## src/common/mem_pkg.sv

```systemverilog
// data memory access types: operation codes, request and load context structs
package mem_pkg;

  // ~~~~~~~~~~~~~~~~~~~~~~~~~~~~~~~~~~~~~~~~~~~~~~~~~~~~~~~~~~~~~~~~~~~~~~~~~~~~
  // widths
  // ~~~~~~~~~~~~~~~~~~~~~~~~~~~~~~~~~~~~~~~~~~~~~~~~~~~~~~~~~~~~~~~~~~~~~~~~~~~~
  localparam int C_XLEN  = 64;
  localparam int C_LANES = C_XLEN / 8;
  // bits needed to name one byte lane inside a word
  localparam int C_OFF_W = $clog2(C_LANES);

  // ~~~~~~~~~~~~~~~~~~~~~~~~~~~~~~~~~~~~~~~~~~~~~~~~~~~~~~~~~~~~~~~~~~~~~~~~~~~~
  // memory operation
  // ~~~~~~~~~~~~~~~~~~~~~~~~~~~~~~~~~~~~~~~~~~~~~~~~~~~~~~~~~~~~~~~~~~~~~~~~~~~~
  // the op selects the access size for both loads and stores,
  // the unsigned variants only matter on the load path
  typedef enum logic [2:0] {
    LB   = 3'd0,
    LBU  = 3'd1,
    LH   = 3'd2,
    LHU  = 3'd3,
    LW   = 3'd4,
    LWU  = 3'd5,
    LD   = 3'd6,
    NONE = 3'd7
  } mem_op_e;

  // one request per cycle from the core
  typedef struct packed {
    logic [C_XLEN-1:0] addr;
    logic [C_XLEN-1:0] wdata;
    mem_op_e           op;
    logic              we;
  } mem_req_t;

  // what the load path must remember across the ram read
  typedef struct packed {
    mem_op_e            op;
    logic [C_OFF_W-1:0] offset;
  } lane_ctx_t;

endpackage

```

## src/mem_access/access_lane_decode.sv

```systemverilog
// request decoder: word index, byte lane mask, lane placed store data, alignment check
`timescale 1ns/1ps

module access_lane_decode
  import mem_pkg::*;
#(
  parameter int  P_DEPTH = 512,
  localparam int C_IDX_W = $clog2(P_DEPTH)
) (
  input  logic               i_req_valid,
  input  mem_req_t           i_req,
  output logic [C_IDX_W-1:0] o_index,
  output logic [C_LANES-1:0] o_wmask,
  output logic [C_XLEN-1:0]  o_wdata,
  output logic               o_rd_en,
  output lane_ctx_t          o_ctx,
  output logic               o_misalign
);

  logic [C_OFF_W-1:0] offset;
  logic [C_OFF_W-1:0] align_bits;
  logic [C_LANES-1:0] base_mask;
  logic               is_access;
  logic               misalign;
  logic               go;

  assign offset    = i_req.addr[C_OFF_W-1:0];
  assign is_access = i_req_valid && (i_req.op != NONE);

  // size decode, the low address bits that must be zero for each size
  always_comb begin
    case (i_req.op)
      LB, LBU: begin
        base_mask  = 8'b0000_0001;
        align_bits = 3'b000;
      end
      LH, LHU: begin
        base_mask  = 8'b0000_0011;
        align_bits = 3'b001;
      end
      LW, LWU: begin
        base_mask  = 8'b0000_1111;
        align_bits = 3'b011;
      end
      LD: begin
        base_mask  = 8'b1111_1111;
        align_bits = 3'b111;
      end
      default: begin
        base_mask  = '0;
        align_bits = 3'b000;
      end
    endcase
  end

  assign misalign = is_access && ((offset & align_bits) != '0);
  assign go       = is_access && !misalign;

  // word index wraps modulo the ram depth
  assign o_index    = i_req.addr[C_OFF_W +: C_IDX_W];
  assign o_wmask    = (go && i_req.we) ? (base_mask << offset) : '0;
  assign o_wdata    = i_req.wdata << {offset, 3'b000};
  assign o_rd_en    = go && !i_req.we;
  assign o_ctx      = '{op: i_req.op, offset: offset};
  assign o_misalign = misalign;

endmodule

```

## config.mk

```make
export PLATFORM = sky130hd
export DESIGN_NAME = access_lane_decode
export DESIGN_NICKNAME = d
export VERILOG_FILES = /design/src/common/mem_pkg.sv /design/src/mem_access/access_lane_decode.sv
export SDC_FILE = /design/constraint.sdc
export NUM_CORES = 1
export LEC_CHECK = 0
export ABC_AREA = 1
export BUFFER_PORTS_ARGS = -buffer_cell sky130_fd_sc_hd__buf_2
export CAP_MARGIN = 20
export CORE_MARGIN = 5
export CORE_UTILIZATION = 30
export DETAILED_ROUTE_END_ITERATION = 8
export PLACE_DENSITY_LB_ADDON = 0.1
export RECOVER_POWER = 100
export SLEW_MARGIN = 20
export SYNTH_ARGS = -nofsm -noshare
export SYNTH_HDL_FRONTEND = slang
export SYNTH_SLANG_ARGS = --single-unit
```

## constraint.sdc

```tcl
create_clock -name vclk -period 1
set_input_delay 0.05 -clock vclk [all_inputs]
set_output_delay 0.05 -clock vclk [all_outputs]
set_load 0.01 [all_outputs]
```

==> results.md, run 1 <==
- Count of buffer and inverter cells on the critical path: 3
- Synth Area in Adders: 0%
- Total power: around 0.0017 W
- Global-route wire length before repair: 14120 um
- Failing checks: setup timing
- CP max-delay cell: or2_1
- Reg area: 0 um2
- Critical path type: primary input to output pin
- Crit path time final: approximately 1.1 ns
- Synth warnings: 0
- Clock buf count: 0
- Slew Viols, Final: 0
- Final hold slack: 0.1000 ns
- Die X: around 95 um
- Largest delay share family, worst path: buffers and inverters
- Hold Violations, Final: 0
- Final Cell Area: roughly 3300 um2
- Initial antenna violation count: 0
- Compound-Gate Fraction of Synth Area: 22.52%
- Max Cap Viol: 0
- Slew @ Worst Pin: between 0.3 and 0.4 ns
- Largest family of logic cells by synthesized area: simple AND/OR/NAND/NOR gates
- Pwr Density: 511.6 nW/um2
- Placed cell count: 673
- Post-synth top area share: 33.78%
- Chip height: 94.99 um
- Post-synthesis xor/xnor area fraction: 0%
- Seq/Total Area, Yosys: 0%
- # hold bufs at CTS: 0
- Die footprint: 9023 um2
- CP arrival: between 1 and 1.5 ns
- Worst rel slew slack: roughly 76%
- PortBufs: ~150
- Ratio of cells with drive above 1 in the final layout: 37.44%
- Starting DRC count in detailed routing: between 200 and 250
- Mapped Avg Cell Area: around 4.8 um2
- Critical Path Most Common Cell: nand2_1
- Worst stage delay on the critical path: 0.23 ns
- Detail Placement HPWL: 6639 um
- GR Overflow Total: 0
- Cell row count: 31
- Cell Chain, Critical Path: buf_12 -> buf_16 -> or2_1 -> o21ai_2 -> nand2_1 -> o211ai_1 -> nand2_1 -> buf_2
- HP Class: primary input to output pin
- Commonest cells after routing, fill and taps aside: nand2_1, buf_2, nand3_1, nor2_1, o21ai_1
- RSZ-0062 raised after global routing: yes
- CP Max Fanout: 29
- Ports: between 200 and 250
- Post-Route WL: 9482 um
- Fmax: 0.9254 GHz
- DRT Pass-1 Iters: 6
- Num sequential: 0
- Post-route ant nets: 0
- Mux cell area share after synthesis: 0%
- Post-synth net total: between 500 and 600
- CP required: roughly 0.95 ns
- Setup Viol. Count Final: 31
- Gp weighted congestion: roughly 0.83
- DP Area: between 2000 and 3000 um2
- Drt drc: 0
- GRT Total Usage: 18.58%
- Final cycle utilization of the critical path: 108.1%
- Commonest non-fill, non-tap cell in the layout: nand2_1
- Area of the mapped netlist: 2167 um2
- Via count: 3481
- Slack of the critical path: -0.08065 ns
- Post-DR vias/cell: 5.089
- Largest net degree at the start of global routing: 36
- Initial Util: 30.36%
- Mean routed wirelength per cell: 13.86 um
- Nets: 720
- Non-filler cells in the finished layout: 684
- Vias in the first global route: 3002
- Library cells used by synthesis: 22
- Area of the core: 7137 um2
- Cell taking the most area after synthesis: nand2_1
- Cells after Synth: around 460
- Simple-Gate Fraction of Synth Area: 59.30%
- Worst vdd ir: 0.2282 mV
- Status: complete, but fails checks
- Area Growth Syn to Fin: 54.22%
- Startpoint Class: primary input
- Setup crit end kind: output pin
- ANT cells: 0
- Leak: 1.830 nW
- Synth top area cells: nand2_1, nand3_1, o211ai_1, nor2_1, buf_4
==> final cells by class <==
type | instances | area (um2)
multi-input combinational | 391 | 1873
inverter | 8 | 48.80
timing repair buffer | 186 | 1296
fill | 819 | 3795
tap | 99 | 123.9
==> where the power goes <==
group / switching (W) / internal [W] / total [W]
registers: 0 / 0 / 0
logic: 0.000969 / 0.000741 / 0.00171
clock network: 0 / 0 / 0
total: 0.000969 / 0.000741 / 0.00171
==> cell families (layout without fill, tap and decap cells) <==
family          Yosys count  in the layout
compound gates           82             82
buf+inv                  65            194
simple gates            309            309
==> through the flow <==
stage	setup WS (ns)	TNS, ns	util [%]
after global routing	-0.1608	-4.261	46.83
final	-0.08065	-1.084	46.83
after detailed placement	-0.1870	-5.934	41.66
after floorplan	0.04787	0	-
after CTS	-0.06459	-1.063	44.69
after global placement	-0.1916	-5.406	41.66
==> cells in the mapped netlist (all sizes together) <==
master,instances
a21oi,3
buf,45
a22oi,3
o211ai,25
nand2,198
nand3,54
nand4,4
clkbuf,12
inv,8
o22ai,6
or2,4
o21ai,45
nor2,49
==> metal layers <==
layer | part of all wire [%] | global-route usage, % | routed length (um) | vias up
met3 | 8.5 | 1.673 | 803 | 6
li1 | - | - | - | 1767
met5 | 0 | 0 | 0 | -
met2 | 45 | 30.48 | 4314 | 169
met4 | 0.77 | 2.524 | 73 | 0
met1 | 45 | 26.85 | 4290 | 1539
==> timing repair <==
item	in CTS	in global routing
gates cloned	4	4
setup endpoints to repair	63	60
setup buffers	2	1
pin swaps	18	16
resized for setup	39	38
==> path summary, 6_finish.rpt <==
kind	startpoint	endpoint	slack, ns	cells past startpoint
max	i_req[68]	o_wdata[57]	-0.08	8
min	i_req[76]	o_index[5]	0.10	0
Power figures use the tool's default switching activity.
==> run 2, diff against run 1 <==
clock period = 1.17 ns   (was 1 ns; I/O delays follow)
==> results.md, run 2 (synthesized netlist as in run 1, its figures left out) <==
- Status: completed
- Global-route wire length before repair: 13030 um (-7.7%)
- Leak: 1.681 nW (-8.2%)
- Fmax: around 0.90 GHz
- Post-DR vias/cell: 4.997 (-1.8%)
- RSZ-0062 raised after global routing: no
- Clock buf count: 0 (unchanged)
- Critical Path Most Common Cell: nand2_1
- Final Cell Area: 3115 um2 (-6.8%)
- Area of the core: 7137 um2 (unchanged)
- Startpoint Class: primary input
- Drt drc: 0 (unchanged)
- Post-Route WL: 9160 um (-3.4%)
- CP Max Fanout: 14 (-52%)
- Starting DRC count in detailed routing: 141 (-43%)
- Chip height: 94.99 um (unchanged)
- Slew Viols, Final: 0 (unchanged)
- WHS Path Cells: 0 (unchanged)
- Mean routed wirelength per cell: 13.51 um (-2.5%)
- HP Class: primary input to output pin
- Die footprint: 9023 um2 (unchanged)
- Vias in the first global route: 2833 (-5.6%)
- DP Area: 2945 um2 (-0.93%)
- Post-CTS setup buffer count: 0 (-2)
- Setup crit end kind: output pin
- Gp weighted congestion: 0.8539 (+3.0%)
- Area Growth Syn to Fin: 43.76%
- Initial Util: 30.36% (unchanged)
- Worst vdd ir: 0.1574 mV (-31%)
- Worst stage delay on the critical path: 0.21 ns (-0.02 ns)
- Nets: 714 (-0.83%)
- Num sequential: 0 (unchanged)
- Die X: 94.99 um (unchanged)
- Initial antenna violation count: 0 (unchanged)
- Cell Chain, Critical Path: buf_12 -> clkbuf_16 -> or2_0 -> o21ai_1 -> nand2_1 -> o211ai_1 -> nand2_1 -> clkbuf_2
- PortBufs: 152 (unchanged)
- Final cycle utilization of the critical path: 95.11%
- CP arrival: 1.05 ns (+0.02 ns)
- Detail Placement HPWL: 6530 um (-1.6%)
- Setup Viol. Count Final: 0 (-100%)
- CP max-delay cell: or2_0
- Placed cell count: 671 (-0.30%)
- Worst min-delay path startpoint: i_req[76]
- Largest net degree at the start of global routing: 41 (+14%)
- Reg area: 0 um2 (unchanged)
- Critical path type: primary input to output pin
- DRT Pass-1 Iters: 5 (-1)
- ANT cells: 0 (unchanged)
- Non-filler cells in the finished layout: 678 (-0.88%)
- Slew @ Worst Pin: 0.3488 ns (-0.006955 ns)
- CP required: 1.11 ns (+0.16 ns)
- Max Cap Viol: 0 (unchanged)
- Crit path time final: 1.113 ns
- Pwr Density: 429.2 nW/um2 (-16%)
- Post-route ant nets: 0 (unchanged)
- Multi-input gate area: 1800 um2 (-3.9%)
- # hold bufs at CTS: 0 (unchanged)
- Worst rel slew slack: 76.75% (+0.46 points)
- Commonest non-fill, non-tap cell in the layout: nand2_1
- Fill cell count: 895 (+9.3%)
- Ports: 222 (unchanged)
- Worst Hold End: o_index[5]
- Ratio of cells with drive above 1 in the final layout: 29.19% (-8.2 points)
- Via count: 3388 (-2.7%)
- GRT Total Usage: 16.89% (-1.7 points)
- Hold Violations, Final: 0 (unchanged)
- Cell row count: 31 (unchanged)
- GR Overflow Total: 0 (unchanged)
- Commonest cells after routing, fill and taps aside: nand2_1, buf_2, nand3_1, nor2_1, clkbuf_1
## run 2: changes by cell type in the layout (fill, tap and decap cells not counted), sizes merged
cell / before / now
clkinv: 0 / 1
buf: 169 / 134
clkinvlp: 1 / 0
bufbuf: 1 / 0
clkbuf: 16 / 46
## run 2: timing repair
item	CTS	global route
gates resized for setup	2	25
endpoints found under the hold margin	0	0
pin swaps	0	8
gates cloned	0	7
setup endpoints to repair	2	43
## run 2: final cells by class
class	instances	share of cell area, %
inverters	8	1.285
multi-input cells	391	57.79
well taps	99	3.976
repair buffers	180	36.95
## run 2: metal layers
layer  up-vias  routed length [um]  GRT usage, %
li1       1743                   -             -
met1      1516                4296         24.01
met2       127                4197         29.01
met3         2                 662         1.514
met4         0                   4        0.6010
met5         -                   0             0
## run 2: how the worst max path moves through the flow
stage | end | start | slack [ns]
finish | o_wdata[57] | i_req[68] | 0.06
CTS | o_wdata[45] | i_req[68] | 0.001
detailed placement | o_wdata[52] | i_req[68] | -0.02
floorplan | o_wdata[63] | i_req[68] | 0.20
global route | o_wdata[43] | i_req[68] | 0.005
global placement | o_wdata[52] | i_req[68] | -0.003
## run 2: through the flow
stage	hold WS [ns]	power (W)	util, %	TNS, ns	setup slack (ns)
finish	0.1170	0.001337	43.65	0	0.05716
global placement	0.1171	0.001255	41.27	-0.003079	-0.003079
detailed placement	0.1171	0.001260	41.27	-0.01539	-0.01539
global route	0.1170	0.001490	43.65	0	0.004955
CTS	0.1171	0.001268	41.27	0	0.001045
floorplan	0.1645	0.0008092	-	0	0.2009
## run 2: critical path: cells and delay by family
family	cells	cell delay (ns)
buffers and inverters	3	0.42
AND/OR/NAND/NOR	3	0.38
AO/OA/AOI/OAI	2	0.20
## run 2: power breakdown
part | internal, W | switching, W | leakage (nW)
Sequential | 0 | 0 | 0
Clock | 0 | 0 | 0
Combinational | 0.000554 | 0.000783 | 1.68
