## src/common/mem_pkg.sv

```systemverilog
// data memory access types: operation codes, request and load context structs
package mem_pkg;

  // ~~~~~~~~~~~~~~~~~~~~~~~~~~~~~~~~~~~~~~~~~~~~~~~~~~~~~~~~~~~~~~~~~~~~~~~~~~~~
  // widths
  // ~~~~~~~~~~~~~~~~~~~~~~~~~~~~~~~~~~~~~~~~~~~~~~~~~~~~~~~~~~~~~~~~~~~~~~~~~~~~
  localparam int C_XLEN  = 64;
  localparam int C_LANES = C_XLEN / 8;
  // bits needed to name one byte lane inside a word
  localparam int C_OFF_W = $clog2(C_LANES);

  // ~~~~~~~~~~~~~~~~~~~~~~~~~~~~~~~~~~~~~~~~~~~~~~~~~~~~~~~~~~~~~~~~~~~~~~~~~~~~
  // memory operation
  // ~~~~~~~~~~~~~~~~~~~~~~~~~~~~~~~~~~~~~~~~~~~~~~~~~~~~~~~~~~~~~~~~~~~~~~~~~~~~
  // the op selects the access size for both loads and stores,
  // the unsigned variants only matter on the load path
  typedef enum logic [2:0] {
    LB   = 3'd0,
    LBU  = 3'd1,
    LH   = 3'd2,
    LHU  = 3'd3,
    LW   = 3'd4,
    LWU  = 3'd5,
    LD   = 3'd6,
    NONE = 3'd7
  } mem_op_e;

  // one request per cycle from the core
  typedef struct packed {
    logic [C_XLEN-1:0] addr;
    logic [C_XLEN-1:0] wdata;
    mem_op_e           op;
    logic              we;
  } mem_req_t;

  // what the load path must remember across the ram read
  typedef struct packed {
    mem_op_e            op;
    logic [C_OFF_W-1:0] offset;
  } lane_ctx_t;

endpackage

```

## src/mem_access/load_lane_extract.sv

```systemverilog
// load extract: picks the addressed lane from the read word and sign or zero extends it
`timescale 1ns/1ps

module load_lane_extract
  import mem_pkg::*;
(
  input  logic [C_XLEN-1:0] i_rword,
  input  lane_ctx_t         i_ctx,
  input  logic              i_rd_valid,
  output logic [C_XLEN-1:0] o_rdata,
  output logic              o_rvalid
);

  logic [C_XLEN-1:0] shifted;

  // bring the addressed byte down to lane 0
  assign shifted = i_rword >> {i_ctx.offset, 3'b000};

  // ~~~~~~~~~~~~~~~~~~~~~~~~~~~~~~~~~~~~~~~~~~~~~~~~~~~~~~~~~~~~~~~~~~~~~~~~~~~~
  // size and sign
  // ~~~~~~~~~~~~~~~~~~~~~~~~~~~~~~~~~~~~~~~~~~~~~~~~~~~~~~~~~~~~~~~~~~~~~~~~~~~~
  always_comb begin
    case (i_ctx.op)
      LB: begin
        o_rdata = {{(C_XLEN-8){shifted[7]}}, shifted[7:0]};
      end
      LBU: begin
        o_rdata = {{(C_XLEN-8){1'b0}}, shifted[7:0]};
      end
      LH: begin
        o_rdata = {{(C_XLEN-16){shifted[15]}}, shifted[15:0]};
      end
      LHU: begin
        o_rdata = {{(C_XLEN-16){1'b0}}, shifted[15:0]};
      end
      LW: begin
        o_rdata = {{(C_XLEN-32){shifted[31]}}, shifted[31:0]};
      end
      LWU: begin
        o_rdata = {{(C_XLEN-32){1'b0}}, shifted[31:0]};
      end
      // LD is always aligned, so the shift is zero here
      default: begin
        o_rdata = shifted;
      end
    endcase
  end

  assign o_rvalid = i_rd_valid;

  // the ram only raises read valid for a context captured from a real load
  always_comb begin
    if (i_rd_valid) begin
      a_ctx_op_valid: assert #0 (i_ctx.op != NONE);
    end
  end

endmodule

```

## config.mk

```make
export PLATFORM = sky130hd
export DESIGN_NAME = load_lane_extract
export DESIGN_NICKNAME = d
export VERILOG_FILES = /design/src/common/mem_pkg.sv /design/src/mem_access/load_lane_extract.sv
export SDC_FILE = /design/constraint.sdc
export NUM_CORES = 1
export LEC_CHECK = 0
export BUFFER_PORTS_ARGS = -buffer_cell sky130_fd_sc_hd__buf_2
export CAP_MARGIN = 15
export CORE_MARGIN = 2
export CORE_UTILIZATION = 50
export DETAILED_ROUTE_END_ITERATION = 10
export PLACE_DENSITY = 0.95
export SETUP_SLACK_MARGIN = 0.05
export SLEW_MARGIN = 20
export SYNTH_ARGS = -nofsm -noshare
export SYNTH_HDL_FRONTEND = slang
export SYNTH_SLANG_ARGS = --single-unit
```

## constraint.sdc

```tcl
create_clock -name vclk -period 4.7
set_clock_uncertainty 0.05 [all_clocks]
set_input_delay 0.235 -clock vclk [all_inputs]
set_output_delay 0.235 -clock vclk [all_outputs]
set_load 0.01 [all_outputs]
```

==> summary.md, run 1 <==
| Metric | Value |
|---|---|
| DR iter-0 viols | `240` |
| Hpwl dp | `5500 microns` |
| Seq_cells | `0` |
| Avg Inst Size Synth | `8.67 sq um` |
| Crit Path Class | `in -> out` |
| Combinational share of power | `1.000` |
| Setup TNS | `0 ns` |
| First-pass GRT wire length | `11800 microns` |
| Number of port buffers | `134` |
| Mapped Nets | `329` |
| Register Area | `0 sq um` |
| GPL Wtd Cong | `0.864` |
| Max Cap Viol | `0` |
| Ys Warns | `0` |
| CP Launch Type | `input port` |
| DRC viols | `0` |
| Required @ worst endpoint | `4.41 ns` |
| Synth top area share | `0.353` |
| Post-synthesis simple-gate area fraction | `0.261` |
| Post-synthesis mux area share | `0.527` |
| Post-synthesis compound-gate area fraction | `0.117` |
| Post-route ant nets | `0` |
| Main combinational cell family by area after synthesis | `multiplexers` |
| Core area | `0.00432 sq mm` |
| Clock Buffer Count | `0` |
| Final Critical Period | `2.80 ns` |
| Vias per cell | `6.83` |
| Worst setup EP type | `output port` |
| Fin crit share | `0.595` |
| Antenna violations before repair | `0` |
| Site Rows | `24` |
| Die X | `70.9 microns` |
| Crit path DAT | `2.51 ns` |
| Number of global-route vias before repair | `2521` |
| Top cells by area, synth | `mux4_2, mux2i_1, nand4_1` |
| Via count | `2812` |
| Die area | `0.00502 sq mm` |
| PwrDens | `120 mW/mm^2` |
| Initial Utilization | `0.517` |
| Switch share | `0.519` |
| Slew @ Worst Pin | `0.799 ns` |
| First drt pass iteration count | `5` |
| Post-CTS setup buffers | `0` |
| Slew Viols, Final | `0` |
| Final non-filler cell total | `412` |
| Hold-fix buffers, CTS | `0` |
| WL per Instance | `18.4 microns` |
| Post-CTS Resized | `0` |
| Relative slew slack | `0.466` |
| Sequential share of the synthesized area | `0` |
| P_leak | `1.41 nW` |
| Placed insts | `412` |
| Detailed Route WL | `7600 microns` |
| Fillers | `367` |
| Crit. Startpoint | `i_ctx[1]` |
| # IOs | `136` |
| Area Growth Syn to Fin | `25.7%` |
| VDD IR max | `0.0516 mV` |
| Top-count cell post-synth | `nand2_1` |
| Hold Crit Class | `in -> out` |
| GRT overflow | `0` |
| Psw | `0.000175 W` |
| Layout cells sized above 1 | `0.536` |
| Run status | `complete, no violations` |
| Largest net degree at the start of global routing | `57` |
| Synth unique cells | `30` |
| Area leader, netlist | `mux4_2` |
| Setup violations, final | `0` |
| Total Routing Usage GR | `0.281` |
| Xor/xnor share of the synthesized area | `0` |
| Synth top cells by count | `nand2_1, mux4_2, nand4_1, mux2i_1, nand3_1` |
| Final Hold Fails | `0` |
| Die height | `70.9 microns` |
| Crit path to | `o_rdata[12]` |
| Mapped Cells | `258` |
| Reg power frac | `0` |
| Layout Nets | `433` |
| Fmax | `357 MHz` |
| Clk network pwr share | `0` |
| Antenna Diode Count | `0` |
| Synthesized area | `0.00224 sq mm` |
| Top fanout value on the critical path | `56` |
| Adder-Cell Fraction of Synth Area | `0` |
| Pint | `0.000162 W` |
| RSZ-0062 raised after global routing | `false` |
-- worst max-delay path, cell delays in order --
cell and delay [ns]:
buf_2 0.54, mux2i_1 0.28, and3_1 0.26, or4_4 0.79, o21ai_0 0.20, buf_2 0.17
-- worst min-delay path by stage --
stage,from,to,slack (ns),depth (start not counted)
detailed placement,i_rd_valid,o_rvalid,0.42,0
global route,i_rd_valid,o_rvalid,0.42,0
floorplan,i_rd_valid,o_rvalid,0.51,1
finish,i_rd_valid,o_rvalid,0.42,0
CTS,i_rd_valid,o_rvalid,0.42,0
global placement,i_rd_valid,o_rvalid,0.42,0
-- power groups by stage --
stage / Clock, W / Combinational, W / Sequential (W)
after global placement: 0 / 0.000326 / 0
after CTS: 0 / 0.000335 / 0
final: 0 / 0.000337 / 0
after floorplan: 0 / 0.000212 / 0
after detailed placement: 0 / 0.000334 / 0
after global routing: 0 / 0.000362 / 0
-- through the flow --
step | total power [W] | util | hold slack [ns] | cell area (sq um) | setup slack [ns]
2_1_floorplan | 0.000212 | - | 0.512 | 2240 | 2.79
3_3_place_gp | 0.000326 | 0.650 | 0.420 | 2810 | 2.03
3_5_place_dp | 0.000334 | 0.650 | 0.420 | 2810 | 1.96
4_1_cts | 0.000335 | 0.650 | 0.420 | 2810 | 1.95
5_1_grt | 0.000362 | 0.650 | 0.420 | 2810 | 1.78
6_report | 0.000337 | 0.650 | 0.420 | 2810 | 1.90
-- kinds of logic after synthesis --
kind of cell | count (synthesis)
AO/OA/AOI/OAI | 37
buffers and inverters | 38
multiplexers | 72
AND/OR/NAND/NOR | 111
-- cell usage in the layout (no fill, tap or decap), types with 7 or more instances in the layout --
cell     Yosys  final
nand3_1     18     18
mux2i_1     21     21
nand4_1     33     33
mux2_2      16     16
a22oi_1     15     15
buf_2       16    134
mux4_2      35     35
nor2b_1      7      7
o21ai_0      8      8
nand2_1     37     37
-- final cells by class --
| type | count | area (sq um) | area share |
|---|---|---|---|
| tap | 52 | 65.1 | 0.0231 |
| timing repair buffer | 140 | 716 | 0.255 |
| multi-input combinational | 220 | 2030 | 0.722 |
-- metal layers --
layer	global-route usage	vias up	wire [microns]
met4	0.0545	0	26
met5	0	-	0
met3	0.00855	4	644
met1	0.390	1364	3010
met2	0.497	189	3920
li1	-	1255	-
(Power assumes the default switching activity.)
==> run 2, diff against run 1 <==
--- a/config.mk
+++ b/config.mk
@@ -8,9 +8,9 @@
 export BUFFER_PORTS_ARGS = -buffer_cell sky130_fd_sc_hd__buf_2
 export CAP_MARGIN = 15
 export CORE_MARGIN = 2
-export CORE_UTILIZATION = 50
+export CORE_UTILIZATION = 46
 export DETAILED_ROUTE_END_ITERATION = 10
-export PLACE_DENSITY = 0.95
+export PLACE_DENSITY = 0.93
 export SETUP_SLACK_MARGIN = 0.05
 export SLEW_MARGIN = 20
 export SYNTH_ARGS = -nofsm -noshare
==> constraint.sdc (replaced) <==
create_clock -name vclk -period 2.8
set_clock_uncertainty 0.05 [all_clocks]
set_input_delay 0.14 -clock vclk [all_inputs]
set_output_delay 0.14 -clock vclk [all_outputs]
set_load 0.01 [all_outputs]
==> summary.md, run 2 (synthesis results as in run 1) <==
| Metric | Value |
|---|---|
| Run status | `complete, no violations` |
| Post-route ant nets | `0` |
| PwrDens | `200 mW/mm^2` |
| Top fanout value on the critical path | `56` |
| Hpwl dp | `5720 microns` |
| Site Rows | `25` |
| Number of port buffers | `134` |
| DP Area | `0.00286 sq mm` |
| RSZ-0062 raised after global routing | `false` |
| Hold-fix buffers, CTS | `0` |
| First-pass GRT wire length | `11600 microns` |
| VDD IR max | `0.0813 mV` |
| Combinational share of power | `1.000` |
| Area Growth Syn to Fin | `28.1%` |
| Psw | `0.000295 W` |
| Post-route cell area | `0.00286 sq mm` |
| Reg power frac | `0` |
| Antenna Diode Count | `0` |
| # IOs | `136` |
| Post-CTS setup buffers | `0` |
| Clk network pwr share | `0` |
| Worst setup EP type | `output port` |
| CP Launch Type | `input port` |
| Fmax | `420 MHz` |
| Die area | `0.00543 sq mm` |
| Setup violations, final | `0` |
| Pint | `0.000277 W` |
| Layout cells sized above 1 | `0.542` |
| Slew @ Worst Pin | `0.750 ns` |
| Antenna violations before repair | `0` |
| Via count | `2826` |
| Largest net degree at the start of global routing | `57` |
| Slew Viols, Final | `0` |
| Final Critical Period | `2.38 ns` |
| Crit Path Class | `in -> out` |
| Hold path startpoint | `i_rd_valid` |
| WHS Path Cells | `0` |
| Required @ worst endpoint | `2.61 ns` |
| Seq_cells | `0` |
| Max Cap Viol | `0` |
| GPL Wtd Cong | `0.891` |
| WL per Instance | `18.3 microns` |
| GRT overflow | `0` |
| DRC viols | `0` |
| Switch share | `0.516` |
| Number of global-route vias before repair | `2473` |
| Register Area | `0 sq um` |
| WHS Endpoint | `o_rvalid` |
| Core area | `0.00469 sq mm` |
| Most frequent cells in the layout | `buf_2, nand2_1, mux4_2, nand4_1, mux2i_1` |
| Vias per cell | `6.74` |
| Initial Utilization | `0.477` |
| Final Hold Fails | `0` |
| Detailed Route WL | `7650 microns` |
| Setup TNS | `0 ns` |
| Total Routing Usage GR | `0.262` |
| Layout Nets | `438` |
| Post-CTS Resized | `0` |
| DR iter-0 viols | `242` |
| Fin crit share | `0.850` |
| Clock Buffer Count | `0` |
| Most common cell after layout, fill and taps aside | `buf_2` |
| Relative slew slack | `0.499` |
| Crit. Startpoint | `i_ctx[2]` |
| Die height | `73.7 microns` |
| First drt pass iteration count | `5` |
| Crit path DAT | `2.19 ns` |
| P_leak | `1.44 nW` |
| Die X | `73.7 microns` |
| Hold Crit Class | `in -> out` |
## run 2: cell types whose count changed in the layout (fill, tap and decap cells not counted), sizes merged
cell / before / now
buf: 140 / 145
## run 2: metrics by stage
step	cells	worst slack, ns	utilization	power, W	hold WS [ns]
2_1_floorplan	258	1.08	-	0.000356	0.322
3_3_place_gp	419	0.536	0.610	0.000553	0.230
3_5_place_dp	419	0.490	0.610	0.000567	0.230
4_1_cts	419	0.478	0.610	0.000569	0.230
5_1_grt	419	0.328	0.610	0.000617	0.230
6_report	419	0.419	0.610	0.000572	0.230
## run 2: critical path, cell delays in order
cell and delay [ns]:
buf_2 0.48, nor2b_1 0.14, a22o_1 0.27, or4_4 0.76
o21ai_0 0.20, buf_2 0.17
## run 2: final cells by class
type,instances,area (sq um)
fillers,411,1830
multi-input cells,220,2030
repair buffers,145,766
well taps,54,67.6
## run 2: worst max-delay path by stage
stage	to	slack (ns)	depth (start not counted)
6_report	o_rdata[10]	0.42	6
5_1_grt	o_rdata[58]	0.33	7
4_1_cts	o_rdata[14]	0.48	6
3_5_place_dp	o_rdata[14]	0.49	6
3_3_place_gp	o_rdata[8]	0.54	6
2_1_floorplan	o_rdata[33]	1.08	7
## run 2: power by group through the flow
stage          Clock (W)  Combinational (W)  Sequential [W]
2_1_floorplan          0           0.000356               0
3_3_place_gp           0           0.000553               0
3_5_place_dp           0           0.000567               0
4_1_cts                0           0.000569               0
5_1_grt                0           0.000617               0
6_report               0           0.000572               0
## run 2: per-layer routing
metal	wire length, microns	track usage	vias up
met5	0	0	-
met4	122	0.0384	0
met3	618	0.0110	21
met2	3750	0.466	183
met1	3160	0.359	1361
li1	-	-	1261
==> run 3, diff against run 2 <==
==> constraint.sdc (replaced) <==
create_clock -name vclk -period 2.8
set_clock_uncertainty 0.05 [all_clocks]
set_input_delay 0.56 -clock vclk [all_inputs]
set_output_delay 0.56 -clock vclk [all_outputs]
set_load 0.01 [all_outputs]
==> summary.md, run 3 (synthesis results as in run 1) <==
| Metric | Value |
|---|---|
| P_leak | `1.66 nW` |
| First drt pass iteration count | `5` |
| Required @ worst endpoint | `2.19 ns` |
| Worst path slowest cell | `or4_4` |
| PwrDens | `195 mW/mm^2` |
| Core area | `0.00469 sq mm` |
| Vias per cell | `6.57` |
| Total Routing Usage GR | `0.274` |
| Run status | `complete, no violations` |
| Slowest stage delay, CP | `0.61 ns` |
| Register Area | `0 sq um` |
| Number of global-route vias before repair | `2550` |
| Top fanout value on the critical path | `13` |
| Clock Buffer Count | `0` |
| Largest net degree at the start of global routing | `31` |
| Seq_cells | `0` |
| DRC viols | `0` |
| Number of port buffers | `134` |
| Crit Path Class | `in -> out` |
| Fillers | `394` |
| Initial Utilization | `0.477` |
| Final Hold Fails | `0` |
| Hpwl dp | `6090 microns` |
| Area Growth Syn to Fin | `45.4%` |
| GRT overflow | `0` |
| WHS Path Cells | `0` |
| Antenna Diode Count | `0` |
| Fin crit share | `0.971` |
| Die area | `0.00543 sq mm` |
| Fmax | `368 MHz` |
| Relative slew slack | `0.768` |
| Site Rows | `25` |
| Slew Viols, Final | `0` |
| Most frequent cells in the layout | `buf_2, nand2_1, mux4_2, nand4_1, buf_4` |
| CP Launch Type | `input port` |
| CP delay by family, top | `simple AND/OR/NAND/NOR gates` |
| # IOs | `136` |
| Die X | `73.7 microns` |
| Placed insts | `434` |
| CP Depth | `6` |
| Final non-filler cell total | `450` |
| Final Critical Period | `2.72 ns` |
| Detailed Route WL | `8440 microns` |
| Worst setup EP type | `output port` |
| WHS Endpoint | `o_rvalid` |
| Final Core Density | `0.693` |
| Setup TNS | `0 ns` |
| GPL Wtd Cong | `0.883` |
| Layout Nets | `469` |
| Layout cells sized above 1 | `0.583` |
| Antenna violations before repair | `0` |
| VDD IR max | `0.0906 mV` |
| Hold path startpoint | `i_rd_valid` |
| Cell mode on critical path | `buf_2` |
| Slew @ Worst Pin | `0.347 ns` |
| RSZ-0062 raised after global routing | `false` |
| WL per Instance | `18.8 microns` |
| Hold-fix buffers, CTS | `0` |
| CP cell instances | `buf_2 > or3_1 > or4_4 > clkbuf_16 > nand3_1 > buf_2` |
| Post-route ant nets | `0` |
| DR iter-0 viols | `198` |
| Buf+Inv Stages, Crit Path | `3` |
| Crit path DAT | `2.11 ns` |
| Max Cap Viol | `0` |
| First-pass GRT wire length | `12000 microns` |
| Die height | `73.7 microns` |
| Most common cell after layout, fill and taps aside | `buf_2` |
| Setup violations, final | `0` |
| Hold Crit Class | `in -> out` |
| Via count | `2956` |
## run 3: layout make-up
cell class                      instances  area (sq um)  share of cell area
Multi-Input combinational cell        220          2040               0.628
Timing Repair Buffer                  176          1140               0.351
Tap cell                               54          67.6              0.0208
## run 3: what timing repair did
item	CTS	global route
buffers inserted	0	10
endpoints found under the hold margin	0	0
setup endpoints to repair	0	57
resized for setup	0	14
## run 3: worst max path at each step
stage                     startpoint     endpoint  slack (ns)
after floorplan             i_ctx[1]  o_rdata[33]        0.24
after global placement      i_ctx[0]  o_rdata[10]        0.12
after detailed placement    i_ctx[1]  o_rdata[42]        0.07
after CTS                   i_ctx[1]  o_rdata[42]        0.06
after global routing        i_ctx[0]  o_rdata[44]        0.05
final                       i_ctx[3]  o_rdata[16]        0.08
## run 3: power breakdown
| part | internal, W | switching [W] | total (W) | leakage, nW |
|---|---|---|---|---|
| clock network | 0 | 0 | 0 | 0 |
| registers | 0 | 0 | 0 | 0 |
| logic | 0.000320 | 0.000313 | 0.000633 | 1.66 |
## run 3: routing by layer
metal / up-vias / wire length [microns] / global-route usage
met5: - / 0 / 0
met4: 0 / 149 / 0.0343
met3: 17 / 677 / 0.0137
met2: 208 / 4190 / 0.478
met1: 1403 / 3420 / 0.386
li1: 1328 / - / -
## run 3: through the flow
stage | hold slack, ns | total power [W] | setup WS [ns] | instance area (sq um)
floorplan | 1.16 | 0.000356 | 0.239 | 2240
global placement | 1.07 | 0.000578 | 0.116 | 3010
detailed placement | 1.07 | 0.000591 | 0.0681 | 3010
CTS | 1.07 | 0.000593 | 0.0648 | 3010
global route | 1.07 | 0.000679 | 0.0464 | 3250
finish | 1.07 | 0.000633 | 0.0801 | 3250
